--- src/logic/dma_pkg.sv ---
package dma_pkg;

  // bus and counter widths
  localparam int DATA_W = 32;
  localparam int ADDR_W = 32;
  localparam int LEN_W  = 32;
  localparam int CNT_W  = 16;
  localparam int TAG_W  = 8;
  localparam int HDR_W  = 64;
  localparam int USER_W = HDR_W + 1; // header plus first-partition flag

  // bundle table geometry
  localparam int N_BUNDLES = 8;
  localparam int REC_W     = 256;
  localparam int RAM_WORDS = N_BUNDLES * REC_W / DATA_W; // 64 words
  localparam int REC_AW    = $clog2(N_BUNDLES);
  localparam int RAM_WAW   = $clog2(RAM_WORDS);

  // register map, everything from RAM_BASE up goes to the table
  localparam int R_START        = 0;
  localparam int R_DONE_READ0   = 1;
  localparam int R_DONE_READ1   = 2;
  localparam int R_DONE_WRITE0  = 3;
  localparam int R_DONE_WRITE1  = 4;
  localparam int R_OCM_BASE0    = 5;
  localparam int R_OCM_BASE1    = 6;
  localparam int R_WEIGHTS_BASE = 7;
  localparam int R_BUNDLE_DONE  = 8;
  localparam int R_N_BUNDLES    = 9;
  localparam int R_W_DONE       = 10;
  localparam int R_X_DONE       = 11;
  localparam int R_O_DONE       = 12;
  localparam int N_REGS         = 13;
  localparam int RAM_BASE       = 16;

  // bit offsets inside one bundle record, msb field first
  localparam int HDR_OFS      = 192;
  localparam int MAX_T_OFS    = 176;
  localparam int MAX_P_OFS    = 160;
  localparam int W_BPT_OFS    = 128;
  localparam int W_BPT_P0_OFS = 96;
  localparam int X_BPT_OFS    = 64;
  localparam int X_BPT_P0_OFS = 32;
  localparam int X_BASE_OFS   = 0;

  typedef logic [DATA_W-1:0] data_t;
  typedef logic [ADDR_W-1:0] addr_t;
  typedef logic [LEN_W-1:0]  len_t;
  typedef logic [CNT_W-1:0]  cnt_t;
  typedef logic [TAG_W-1:0]  tag_t;
  typedef logic [USER_W-1:0] user_t;
  typedef logic [REC_W-1:0]  rec_t;
  typedef logic [REC_AW-1:0] rec_idx_t;
  typedef logic [HDR_W-1:0]  header_t;

endpackage

--- src/logic/bundle_ram.sv ---
`timescale 1ns/1ps

// bundle parameter table
// narrow write side for the register port, one full record per read
module bundle_ram import dma_pkg::*; (
  input  logic               clk,

  input  logic               i_we,
  input  logic [RAM_WAW-1:0] i_waddr,
  input  data_t              i_wdata,

  input  logic               i_re,
  input  rec_idx_t           i_raddr,
  output rec_t               o_rdata
);

  data_t mem [RAM_WORDS];

  // processor side, one word per write
  always_ff @(posedge clk) begin
    if (i_we) begin
      mem[i_waddr] <= i_wdata;
    end
  end

  // word k of record r sits at r*8 + k, word 7 lands in the top bits
  always_ff @(posedge clk) begin
    if (i_re) begin
      for (int k = 0; k < REC_W / DATA_W; k++) begin
        o_rdata[k*DATA_W +: DATA_W] <= mem[{i_raddr, (RAM_WAW-REC_AW)'(k)}];
      end
    end
  end

endmodule

--- src/logic/loop_counter.sv ---
`timescale 1ns/1ps

// loadable down-counter for the transfer, partition and bundle loops
// counts from the loaded value to zero and starts over from it
module loop_counter import dma_pkg::*; (
  input  logic clk,
  input  logic rstn,
  input  logic i_load,
  input  cnt_t i_max,   // number of counts minus one
  input  logic i_en,
  output cnt_t o_count,
  output logic o_first,
  output logic o_last,
  output logic o_wrap
);

  cnt_t count;
  cnt_t max_q; // kept for the reload on wrap

  always_ff @(posedge clk) begin
    if (!rstn) begin
      count <= '0;
      max_q <= '0;
    end else if (i_load) begin
      count <= i_max;
      max_q <= i_max;
    end else if (i_en) begin
      if (count == '0) count <= max_q;
      else             count <= count - cnt_t'(1);
    end
  end

  assign o_count = count;
  assign o_first = (count == max_q);
  assign o_last  = (count == '0);
  assign o_wrap  = o_last && i_en; // last count being consumed

endmodule

--- src/logic/stream_desc_gen.sv ---
`timescale 1ns/1ps

// read descriptor walker, bundles -> partitions -> transfers
// PIXELS = 0 walks weights, PIXELS = 1 walks pixels
module stream_desc_gen import dma_pkg::*; #(
  parameter bit PIXELS = 0
) (
  input  logic     clk,
  input  logic     rstn,

  input  logic     i_start,
  input  data_t    i_n_bundles,
  input  addr_t    i_weights_base,
  input  logic     i_bundle_done,
  output logic     o_bundle_taken,

  output logic     o_rd_req,
  output rec_idx_t o_rd_idx,
  input  logic     i_rd_valid,
  input  rec_t     i_rec,

  output addr_t    o_addr,
  output len_t     o_len,
  output user_t    o_user,
  output logic     o_valid,
  input  logic     i_ready,

  output logic     o_idle
);

  typedef enum logic [1:0] {S_IDLE, S_WAIT_RAM, S_WAIT_WRITE, S_EXEC} state_t;

  state_t  state, state_next;
  header_t header_q;
  len_t    bpt_q, bpt_p0_q;
  cnt_t    rec_max_t, rec_max_p, n_last, count_b;
  logic    fire, t_wrap, p_wrap, b_wrap, first_p;

  assign rec_max_t = i_rec[MAX_T_OFS +: CNT_W] - cnt_t'(1);
  assign rec_max_p = i_rec[MAX_P_OFS +: CNT_W] - cnt_t'(1);
  assign n_last    = cnt_t'(i_n_bundles - data_t'(1));

  always_comb begin
    state_next = state;
    unique case (state)
      S_IDLE:       if (i_start) state_next = S_WAIT_RAM;
      S_WAIT_RAM:   if (i_rd_valid) state_next = PIXELS ? S_WAIT_WRITE : S_EXEC;
      S_WAIT_WRITE: if (i_bundle_done) state_next = S_EXEC;
      S_EXEC: begin
        if (b_wrap)      state_next = S_IDLE;     // last bundle finished
        else if (p_wrap) state_next = S_WAIT_RAM; // fetch the next record
      end
      default:      state_next = S_IDLE;
    endcase
  end

  always_ff @(posedge clk) begin
    if (!rstn) state <= S_IDLE;
    else       state <= state_next;
  end

  // bundle counter runs down, so record index = (n-1) - count
  assign o_rd_req       = (state == S_WAIT_RAM) && !i_rd_valid;
  assign o_rd_idx       = rec_idx_t'(n_last - count_b);
  assign o_bundle_taken = (state == S_WAIT_WRITE) && i_bundle_done;

  always_ff @(posedge clk) begin
    if (i_rd_valid) begin
      header_q <= i_rec[HDR_OFS +: HDR_W];
      bpt_q    <= PIXELS ? i_rec[X_BPT_OFS +: LEN_W] : i_rec[W_BPT_OFS +: LEN_W];
      bpt_p0_q <= PIXELS ? i_rec[X_BPT_P0_OFS +: LEN_W] : i_rec[W_BPT_P0_OFS +: LEN_W];
    end
  end

  // weights run one contiguous stream, pixels restart at x_base per bundle
  always_ff @(posedge clk) begin
    if (!PIXELS) begin
      if (i_start)   o_addr <= i_weights_base;
      else if (fire) o_addr <= o_addr + addr_t'(o_len);
    end else begin
      if (i_rd_valid)  o_addr <= i_rec[X_BASE_OFS +: ADDR_W];
      else if (t_wrap) o_addr <= o_addr + addr_t'(o_len); // step once per partition
    end
  end

  assign o_valid = (state == S_EXEC);
  assign fire    = o_valid && i_ready;
  assign o_len   = first_p ? bpt_p0_q : bpt_q;
  assign o_user  = {header_q, first_p};
  assign o_idle  = (state == S_IDLE);

  loop_counter u_cnt_t (
    .clk(clk), .rstn(rstn), .i_load(i_rd_valid), .i_max(rec_max_t), .i_en(fire),
    .o_count(), .o_first(), .o_last(), .o_wrap(t_wrap)
  );

  loop_counter u_cnt_p (
    .clk(clk), .rstn(rstn), .i_load(i_rd_valid), .i_max(rec_max_p), .i_en(t_wrap),
    .o_count(), .o_first(first_p), .o_last(), .o_wrap(p_wrap)
  );

  loop_counter u_cnt_b (
    .clk(clk), .rstn(rstn), .i_load(i_start), .i_max(n_last), .i_en(p_wrap),
    .o_count(count_b), .o_first(), .o_last(), .o_wrap(b_wrap)
  );

endmodule

--- src/logic/output_desc_gen.sv ---
`timescale 1ns/1ps

// output write descriptors into two ping-pong ocm banks
module output_desc_gen import dma_pkg::*; (
  input  logic       clk,
  input  logic       rstn,
  input  logic       i_start,

  // engine output stream, monitored only
  input  logic       i_o_valid,
  input  logic       i_o_ready,
  input  logic       i_o_last,
  input  len_t       i_o_bpt,

  // dma write status
  input  logic       i_os_valid,
  input  tag_t       i_os_tag,
  input  logic [3:0] i_os_error,

  input  logic       i_done_read0,
  input  logic       i_done_read1,
  input  addr_t      i_ocm_base0,
  input  addr_t      i_ocm_base1,

  output addr_t      o_addr,
  output len_t       o_len,
  output tag_t       o_tag,
  output logic       o_valid,
  input  logic       i_ready,

  output logic       o_bank_claim,
  output logic       o_claim_idx,
  output logic       o_bank_written,
  output logic       o_written_idx,

  output logic       o_out_done
);

  logic bank_q;    // bank of the last issued descriptor
  logic got_last;  // i_o_bpt now belongs to a new packet
  logic next_free, issue, status_ok;

  assign next_free = bank_q ? i_done_read0 : i_done_read1;
  assign issue     = i_ready && i_o_valid && got_last && !o_valid && next_free;
  assign status_ok = i_os_valid && (i_os_error == '0);

  always_ff @(posedge clk) begin
    if (!rstn) begin
      bank_q     <= 1'b1; // so the first packet goes to bank 0
      got_last   <= 1'b1;
      o_valid    <= 1'b0;
      o_out_done <= 1'b0;
    end else begin
      if (i_o_valid && i_o_ready && i_o_last) got_last <= 1'b1;
      if (issue) begin
        bank_q   <= !bank_q;
        got_last <= 1'b0;
        o_valid  <= 1'b1;
      end else if (o_valid && i_ready) begin
        o_valid <= 1'b0;
      end
      if (i_start || i_o_valid)    o_out_done <= 1'b0; // engine still has data
      else if (got_last && status_ok) o_out_done <= 1'b1;
    end
  end

  always_ff @(posedge clk) begin
    if (issue) begin
      o_addr <= bank_q ? i_ocm_base0 : i_ocm_base1;
      o_len  <= i_o_bpt;
    end
  end

  assign o_tag          = tag_t'(bank_q);
  assign o_bank_claim   = issue;
  assign o_claim_idx    = !bank_q;
  assign o_bank_written = status_ok;
  assign o_written_idx  = i_os_tag[0];

endmodule

--- src/logic/dma_ctrl.sv ---
`timescale 1ns/1ps

// descriptor controller top
// register bank, bundle table and the three descriptor generators
module dma_ctrl import dma_pkg::*; (
  input  logic       clk,
  input  logic       rstn,

  input  logic       i_reg_wr_en,
  input  addr_t      i_reg_wr_addr,
  input  data_t      i_reg_wr_data,
  output logic       o_reg_wr_ack,
  input  logic       i_reg_rd_en,
  input  addr_t      i_reg_rd_addr,
  output data_t      o_reg_rd_data,
  output logic       o_reg_rd_ack,

  output addr_t      o_wd_addr,
  output len_t       o_wd_len,
  output user_t      o_wd_user,
  output logic       o_wd_valid,
  input  logic       i_wd_ready,

  output addr_t      o_xd_addr,
  output len_t       o_xd_len,
  output user_t      o_xd_user,
  output logic       o_xd_valid,
  input  logic       i_xd_ready,

  output addr_t      o_od_addr,
  output len_t       o_od_len,
  output tag_t       o_od_tag,
  output logic       o_od_valid,
  input  logic       i_od_ready,

  input  logic       i_o_valid,
  input  logic       i_o_ready,
  input  logic       i_o_last,
  input  len_t       i_o_bpt,

  input  logic       i_os_valid,
  input  tag_t       i_os_tag,
  input  logic [3:0] i_os_error
);

  data_t    cfg [N_REGS];
  logic     start, reg_we, ram_we, ram_re;
  logic     w_req, x_req, w_rd_valid, x_rd_valid, w_idle, x_idle, x_taken;
  rec_idx_t w_idx, x_idx;
  rec_t     rec;
  logic     claim, claim_idx, written, written_idx, out_done;

  assign o_reg_wr_ack  = 1'b1;
  assign o_reg_rd_ack  = 1'b1;
  assign o_reg_rd_data = (i_reg_rd_en && i_reg_rd_addr < N_REGS) ? cfg[i_reg_rd_addr[3:0]] : '0;

  assign reg_we = i_reg_wr_en && (i_reg_wr_addr < N_REGS);
  assign ram_we = i_reg_wr_en && (i_reg_wr_addr >= RAM_BASE);
  assign start  = cfg[R_START][0];

  always_ff @(posedge clk) begin
    if (!rstn) begin
      for (int i = 0; i < N_REGS; i++) cfg[i] <= '0;
      cfg[R_DONE_READ0]  <= data_t'(1); // both banks free at reset
      cfg[R_DONE_READ1]  <= data_t'(1);
      cfg[R_BUNDLE_DONE] <= data_t'(1);
    end else begin
      if (start)   cfg[R_START] <= '0;       // one-cycle start pulse
      if (x_taken) cfg[R_BUNDLE_DONE] <= '0; // consumed by pixel walker
      if (claim) begin
        cfg[R_DONE_READ0 + claim_idx]  <= '0;
        cfg[R_DONE_WRITE0 + claim_idx] <= '0;
      end
      if (written) cfg[R_DONE_WRITE0 + written_idx] <= data_t'(1);
      cfg[R_W_DONE] <= data_t'(w_idle);
      cfg[R_X_DONE] <= data_t'(x_idle);
      cfg[R_O_DONE] <= data_t'(out_done);
      if (reg_we) cfg[i_reg_wr_addr[3:0]] <= i_reg_wr_data; // processor wins
    end
  end

  // table read arbitration, pixels first, valid one cycle later
  assign ram_re = x_req || w_req;

  always_ff @(posedge clk) begin
    if (!rstn) begin
      x_rd_valid <= 1'b0;
      w_rd_valid <= 1'b0;
    end else begin
      x_rd_valid <= x_req;
      w_rd_valid <= w_req && !x_req;
    end
  end

  bundle_ram u_ram (
    .clk(clk),
    .i_we(ram_we), .i_waddr(RAM_WAW'(i_reg_wr_addr - RAM_BASE)), .i_wdata(i_reg_wr_data),
    .i_re(ram_re), .i_raddr(x_req ? x_idx : w_idx), .o_rdata(rec)
  );

  stream_desc_gen #(.PIXELS(0)) u_wgen (
    .clk(clk), .rstn(rstn),
    .i_start(start), .i_n_bundles(cfg[R_N_BUNDLES]), .i_weights_base(cfg[R_WEIGHTS_BASE]),
    .i_bundle_done(cfg[R_BUNDLE_DONE][0]), .o_bundle_taken(),
    .o_rd_req(w_req), .o_rd_idx(w_idx), .i_rd_valid(w_rd_valid), .i_rec(rec),
    .o_addr(o_wd_addr), .o_len(o_wd_len), .o_user(o_wd_user),
    .o_valid(o_wd_valid), .i_ready(i_wd_ready), .o_idle(w_idle)
  );

  stream_desc_gen #(.PIXELS(1)) u_xgen (
    .clk(clk), .rstn(rstn),
    .i_start(start), .i_n_bundles(cfg[R_N_BUNDLES]), .i_weights_base(cfg[R_WEIGHTS_BASE]),
    .i_bundle_done(cfg[R_BUNDLE_DONE][0]), .o_bundle_taken(x_taken),
    .o_rd_req(x_req), .o_rd_idx(x_idx), .i_rd_valid(x_rd_valid), .i_rec(rec),
    .o_addr(o_xd_addr), .o_len(o_xd_len), .o_user(o_xd_user),
    .o_valid(o_xd_valid), .i_ready(i_xd_ready), .o_idle(x_idle)
  );

  output_desc_gen u_ogen (
    .clk(clk), .rstn(rstn), .i_start(start),
    .i_o_valid(i_o_valid), .i_o_ready(i_o_ready), .i_o_last(i_o_last), .i_o_bpt(i_o_bpt),
    .i_os_valid(i_os_valid), .i_os_tag(i_os_tag), .i_os_error(i_os_error),
    .i_done_read0(cfg[R_DONE_READ0][0]), .i_done_read1(cfg[R_DONE_READ1][0]),
    .i_ocm_base0(cfg[R_OCM_BASE0]), .i_ocm_base1(cfg[R_OCM_BASE1]),
    .o_addr(o_od_addr), .o_len(o_od_len), .o_tag(o_od_tag),
    .o_valid(o_od_valid), .i_ready(i_od_ready),
    .o_bank_claim(claim), .o_claim_idx(claim_idx),
    .o_bank_written(written), .o_written_idx(written_idx),
    .o_out_done(out_done)
  );

endmodule

--- config.mk ---
export PLATFORM = sky130hd
export DESIGN_NAME = dma_ctrl
export DESIGN_NICKNAME = d
export VERILOG_FILES = /design/src/logic/dma_pkg.sv /design/src/logic/bundle_ram.sv /design/src/logic/loop_counter.sv /design/src/logic/stream_desc_gen.sv /design/src/logic/output_desc_gen.sv /design/src/logic/dma_ctrl.sv
export SDC_FILE = /design/constraint.sdc
export NUM_CORES = 2
export LEC_CHECK = 0
export BUFFER_PORTS_ARGS = -buffer_cell sky130_fd_sc_hd__buf_2
export CAP_MARGIN = 20
export CORE_MARGIN = 2
export CORE_UTILIZATION = 60
export DETAILED_ROUTE_END_ITERATION = 10
export PLACE_DENSITY = 0.84
export RECOVER_POWER = 25
export REMOVE_ABC_BUFFERS = 1
export SLEW_MARGIN = 20
export SYNTH_ARGS = -nofsm -noshare
export SYNTH_HDL_FRONTEND = slang
export SYNTH_SLANG_ARGS = --single-unit
--- constraint.sdc ---
create_clock -name clk -period 19.4 [get_ports clk]
set_input_delay 2.91 -clock clk [delete_from_list [all_inputs] [get_ports clk]]
set_output_delay 2.91 -clock clk [all_outputs]
set_load 0.005 [all_outputs]
* Yosys cells after proc, flatten, opt, wreduce, memory -nomap -nowiden *
Memories as Yosys holds them, arrays and structs flattened. A register that Yosys moved wholly into a read port is not among the register bits.
Cells that the tools add are included.

word-level totals
  flip-flop bits (word level) = 570
  RAM bits = 2464
  output and inout bits = 367
  logic and storage cells = 229
  memories kept = 2

memory list
  memory     depth  bits a word  read ports  clocked after Yosys merged registers in  wr ports  RTL line          source
  u_ram.mem  64     32           8           8                                        1         bundle_ram.sv:17  data_t mem [RAM_WORDS];
  cfg        13     32           9           0                                        13        dma_ctrl.sv:46    data_t cfg [N_REGS];

cells by class
  add/sub/neg operators = 17
  magnitude comparators = 3
  equal/unequal tests = 20
  muxes and demuxes = 81
  bitwise operators = 21
  reduce and logical (&&, ||, !) cells = 56

operators with widths
  kind                                                                      count
  32-bit two-way mux                                                        20
  16-bit two-way mux                                                        18
  16-bit by 1-bit subtractor with 16-bit output (second input constant)     9
  32-bit OR reduction                                                       4
  16-bit logical NOT                                                        6
  32-bit adder                                                              2
  32-bit by 4-bit < comparator with 1-bit output (second input constant)    2
  16-bit == test                                                            2
  32-bit by 5-bit >= comparator with 1-bit output (second input constant)   1
  1-bit two-way mux                                                         28
  1-bit logical AND                                                         24
  2-bit nonzero test                                                        9
  4-bit == test (first input constant)                                      4
  2-bit two-way mux                                                         8
  4-bit two-way mux                                                         4
  2-bit one-hot mux with 4 select lines                                     2
  1-bit AND                                                                 8
  2-bit == test (second input constant)                                     4
  2-bit by 1-bit inequality test with 1-bit output (second input constant)  4
  1-bit bitwise OR                                                          8
  4-bit AND reduction                                                       2
  2-bit by 1-bit adder with 3-bit output (first input constant)             2
  3-bit inequality test (second input constant)                             2
  3-bit subtractor                                                          2
  11 further kinds                                                          23

* Depth between registers and ports, before layout *
  depth after elaboration = 9
  mapped depth = 19

* By module *
Synthesis repeated with hierarchy kept, for this count alone.

unflattened totals
  cell total of the unflattened synthesis = 7616
  area, all modules = 138172.5 µm²

modules (own cells, without submodules)
  module                     instances  cells an instance  area an instance (µm²)  seq. area each (µm²)
  bundle_ram                 1          3315               85034.1                 69186.4
  dma_ctrl                   1          1414               21837.2                 14453.9
  loop_counter               6          241                2024.4                  640.6
  stream_desc_gen at u_wgen  1          648                8296.7                  4844.6
  stream_desc_gen at u_xgen  1          663                8257.9                  4844.6
  output_desc_gen            1          130                2600.0                  2001.9

* Least setup slack after synthesis *
No wires, ideal clock.

  path kind = input to output
  start = in i_reg_rd_addr[0]
  end = out o_reg_rd_data[0]
  arrival time = 4.856 ns
  required time = 16.490 ns
  slack = 11.634 ns
  stages = 5
  cells stage by stage = clkbuf_1 -> buf_1 -> mux4_2 -> mux4_2 -> nor2b_1

between the ends
  word-level cells in the longest chain between the ends = 3

RTL lines
  element                                         RTL line        source
  from (decl)                                     dma_ctrl.sv:14  input addr_t i_reg_rd_addr,
  32-bit by 4-bit < comparator with 1-bit output  dma_ctrl.sv:55  assign o_reg_rd_data = (i_reg_rd_en && i_reg_rd_addr < N_REGS) ? cfg[i_reg_rd_addr[3:0]] : '0;
  1-bit logical AND                               dma_ctrl.sv:55
  32-bit two-way mux *                            dma_ctrl.sv:55
  to (decl)                                       dma_ctrl.sv:15  output data_t o_reg_rd_data,

Every way passes the cells marked *; elsewhere a longest branch is shown, timed or not.

* Final worst setup path *
  start = in i_reg_rd_addr[0]
  end = out o_reg_rd_data[2]

Same word-level chain as after synthesis.

==> impl_metrics.tcl <==
set metrics [dict create \
    tightest_slew_ns 5.51 \
    area_growth_pct 13.0 \
    dp_worst_setup_slack_ns 9.82 \
    post_cts_buffers 0 \
    post_route_cells_drive_above_1_share_pct 26.0 \
    cts_buffers 331 \
    cts_max_level 5 \
    yosysTopAreaCellShare_pct 69.6 \
    holdCritPathClass "reg -> reg" \
    synth_edf_count 3104 \
    yosys_warnings 0 \
    drtAntennaViolNets 0 \
    critPathBufInv 4 \
    final-setup-viol-count 0 \
    synthTopCellsByArea "edfxtp_1 (70%), mux4_2 (11%), dfxtp_1 (4.2%), mux2_2 (2.5%), and3_1 (1.5%)" \
    design_area_um2 151000 \
    syn_inst 7356 \
    rsz0062_at_grt "no" \
    highest_layer "met5" \
    cts_resized 0 \
    cts_tree "done" \
    hold_buffers 0 \
    violations "capacitance limit, slew limit" \
    syn_area_um2 134000 \
    criticalPathCategory "in -> out" \
    drc 0 \
    wl_per_cell_um 33.8 \
    grt_max_degree 143 \
    setup_slack_ns 9.86 \
    dp_cells 10638 \
    cp_slowest_cell "buf_4" \
    start_util_pct 60.3 \
    synthFlopType "edfxtp_1" \
    wl_met1_um 124000 \
    root_buffer "clkbuf_16" \
    wl_met2_um 183000 \
    ios 518 \
    peakVddDrop_mv 0.112 \
    wl_um 380000 \
    fin_nets 8241 \
    routed_via_density 6.88 \
    grt_util_all_layers_pct 33.0 \
    hold_viol 0 \
    die_w_um 477 \
    final_common_cell "edfxtp_1" \
    synth-seq-cells 3386 \
    path_max_fanout 55 \
    cp-end-kind "primary output" \
    overflow 0 \
    min_period_ns 9.54 \
    path_cells "clkbuf_8 -> buf_4 -> buf_4 -> mux4_2 -> mux4_2 -> nor2b_1 -> buf_2" \
    fmax_mhz 105 \
    cpPeakStageDelay_ns 0.76 \
    grt_first_pass_wirelength_um 543000 \
    drt_iter0_drc 12017 \
    core_um2 222000 \
    outcome "complete, but fails checks" \
    p_leak_nw 52.3 \
    dpl_cell_area_um2 141000 \
    drt-pass1-iter-count 8 \
    syn_avg_cell_area_um2 18.2 \
    vias 77292 \
    grt_pass1_vias 76736 \
    wl_met3_um 45700 \
    hpwlAfterDp_um 192000 \
    clock_path_buffers 4 \
    clock_sink_count 3386 \
    fin_cells 11231 \
    clock_latency_ns 0.99 \
    finClkSkew_ns 0.0684 \
    max-cap-violations 35 \
    final_util_pct 68.2 \
    start_kind "primary input" \
    dieArea_um2 227000 \
    fin_total_pwr_w 0.0218 \
    drv_slew 2430 \
    num_rows 173 \
    portBuffers 501 \
    critPathRequiredTime_ns 16.49 \
    maxSlewHeadroom_pct -267 \
    power.density_nw_per_um2 144 \
    dieHeight_um 477 \
    synth_top_area_cell "edfxtp_1" \
    arrival_ns 6.63 \
    clk_pin_slew_ns 0.07 \
    ys_async_sr_fraction_pct 0 \
    antenna_found_initial 26 \
    ys_types 91 \
    place_congestion 0.903 \
    synth_seq_area_share_pct 73.8 \
    fin_crit_sh_pct 49.2 \
    final_cell_mix "edfxtp_1 (3104), mux4_2 (672), nand2_1 (521)" \
    cpLargestDelayFamily "buffers and inverters" \
]
==> synthesized netlist by cell type (22+ instances only) <==
| cell | count |
|---|---|
| o21ai_0 | 147 |
| nand3_1 | 39 |
| and2_1 | 114 |
| nor2_1 | 292 |
| nor3_1 | 54 |
| and3_1 | 328 |
| edfxtp_1 | 3104 |
| nand2_1 | 521 |
| o21ai_1 | 29 |
| a31oi_1 | 26 |
| a21o_1 | 44 |
| nand4_1 | 22 |
| inv_1 | 59 |
| mux2_2 | 297 |
| mux4_2 | 672 |
| o21a_1 | 30 |
| xor2_1 | 80 |
| xnor2_1 | 72 |
| ha_1 | 89 |
| nor2b_1 | 54 |
| clkbuf_1 | 342 |
| dfxtp_1 | 282 |
| o211a_1 | 26 |
| buf_1 | 71 |
| nor4_1 | 45 |
| a21oi_1 | 192 |
==> power by group <==
part           internal, W  total, W  switching [W]  leakage, nW
sequential         0.00906   0.00950       0.000449         30.8
combinational      0.00220   0.00583        0.00363         16.3
clock              0.00369   0.00650        0.00281         5.18
==> cell type report <==
cell class              instances  area (um^2)
flip-flops and latches       3386        98900
fillers                     12789        70600
multi-input cells            3567        34100
clock buffers                 394         8770
repair buffers                653         3920
well taps                    2975         3720
clock inverters               184         1830
inverters                      59          221
diodes                         13         32.5
==> path summary, 6_finish.rpt <==
| path | end | slack, ns | cells past startpoint | startpoint |
|---|---|---|---|---|
| setup / recovery | o_reg_rd_data[2] | 9.86 | 7 | i_reg_rd_addr[0] |
| hold / removal | u_wgen.bpt_q[17] | 0.41 | 0 | u_ram.o_rdata[145] |
| setup reg to reg | u_wgen.header_q[22] | 11.10 | 3 | w_rd_valid |
| hold reg to reg | u_wgen.bpt_q[17] | 0.41 | 0 | u_ram.o_rdata[145] |
==> worst register-to-register path, delay by kind of cell, from the launching register on <==
family | cells | cell delay (ns)
buffers and inverters | 3 | 6.02
DFF | 1 | 1.84
==> sequential cells by signal (all words and copies together), names as in the netlist, 32 cells and up <==
register / count
u_xgen.bpt_q: 32
u_wgen.bpt_q: 32
u_ogen.o_len: 32
u_wgen.header_q: 64
u_wgen.o_addr: 32
cfg: 512
u_ram.mem: 2048
u_ram.o_rdata: 256
u_wgen.bpt_p0_q: 32
u_xgen.bpt_p0_q: 32
u_xgen.o_addr: 32
u_xgen.header_q: 64
u_ogen.o_addr: 32
==> routing by layer <==
layer,vias to the layer above,track usage [%]
li1,30289,-
met1,38753,41.9
met2,6749,53.2
met3,1481,7.21
met4,20,18.8
met5,-,0
==> kinds of logic after synthesis <==
family                   Yosys count  share of synthesized area (%)
flip-flops                      3386                           73.8
AND/OR/NAND/NOR                 1561                           5.76
multiplexers                     982                           13.9
AO/OA/AOI/OAI                    675                           3.23
buffers and inverters            506                           1.47
XOR/XNOR                         152                          0.994
adder cells (fa/ha/maj)           92                          0.876
other                              2                        0.00560
==> stage by stage <==
step                TNS [ns]  hold slack [ns]
CTS                        0            0.410
global placement           0            0.401
detailed placement         0            0.405
floorplan           -4381.95            0.400
global route               0            0.423
finish                     0            0.412
Note: power is estimated with default switching activity, not from simulation.
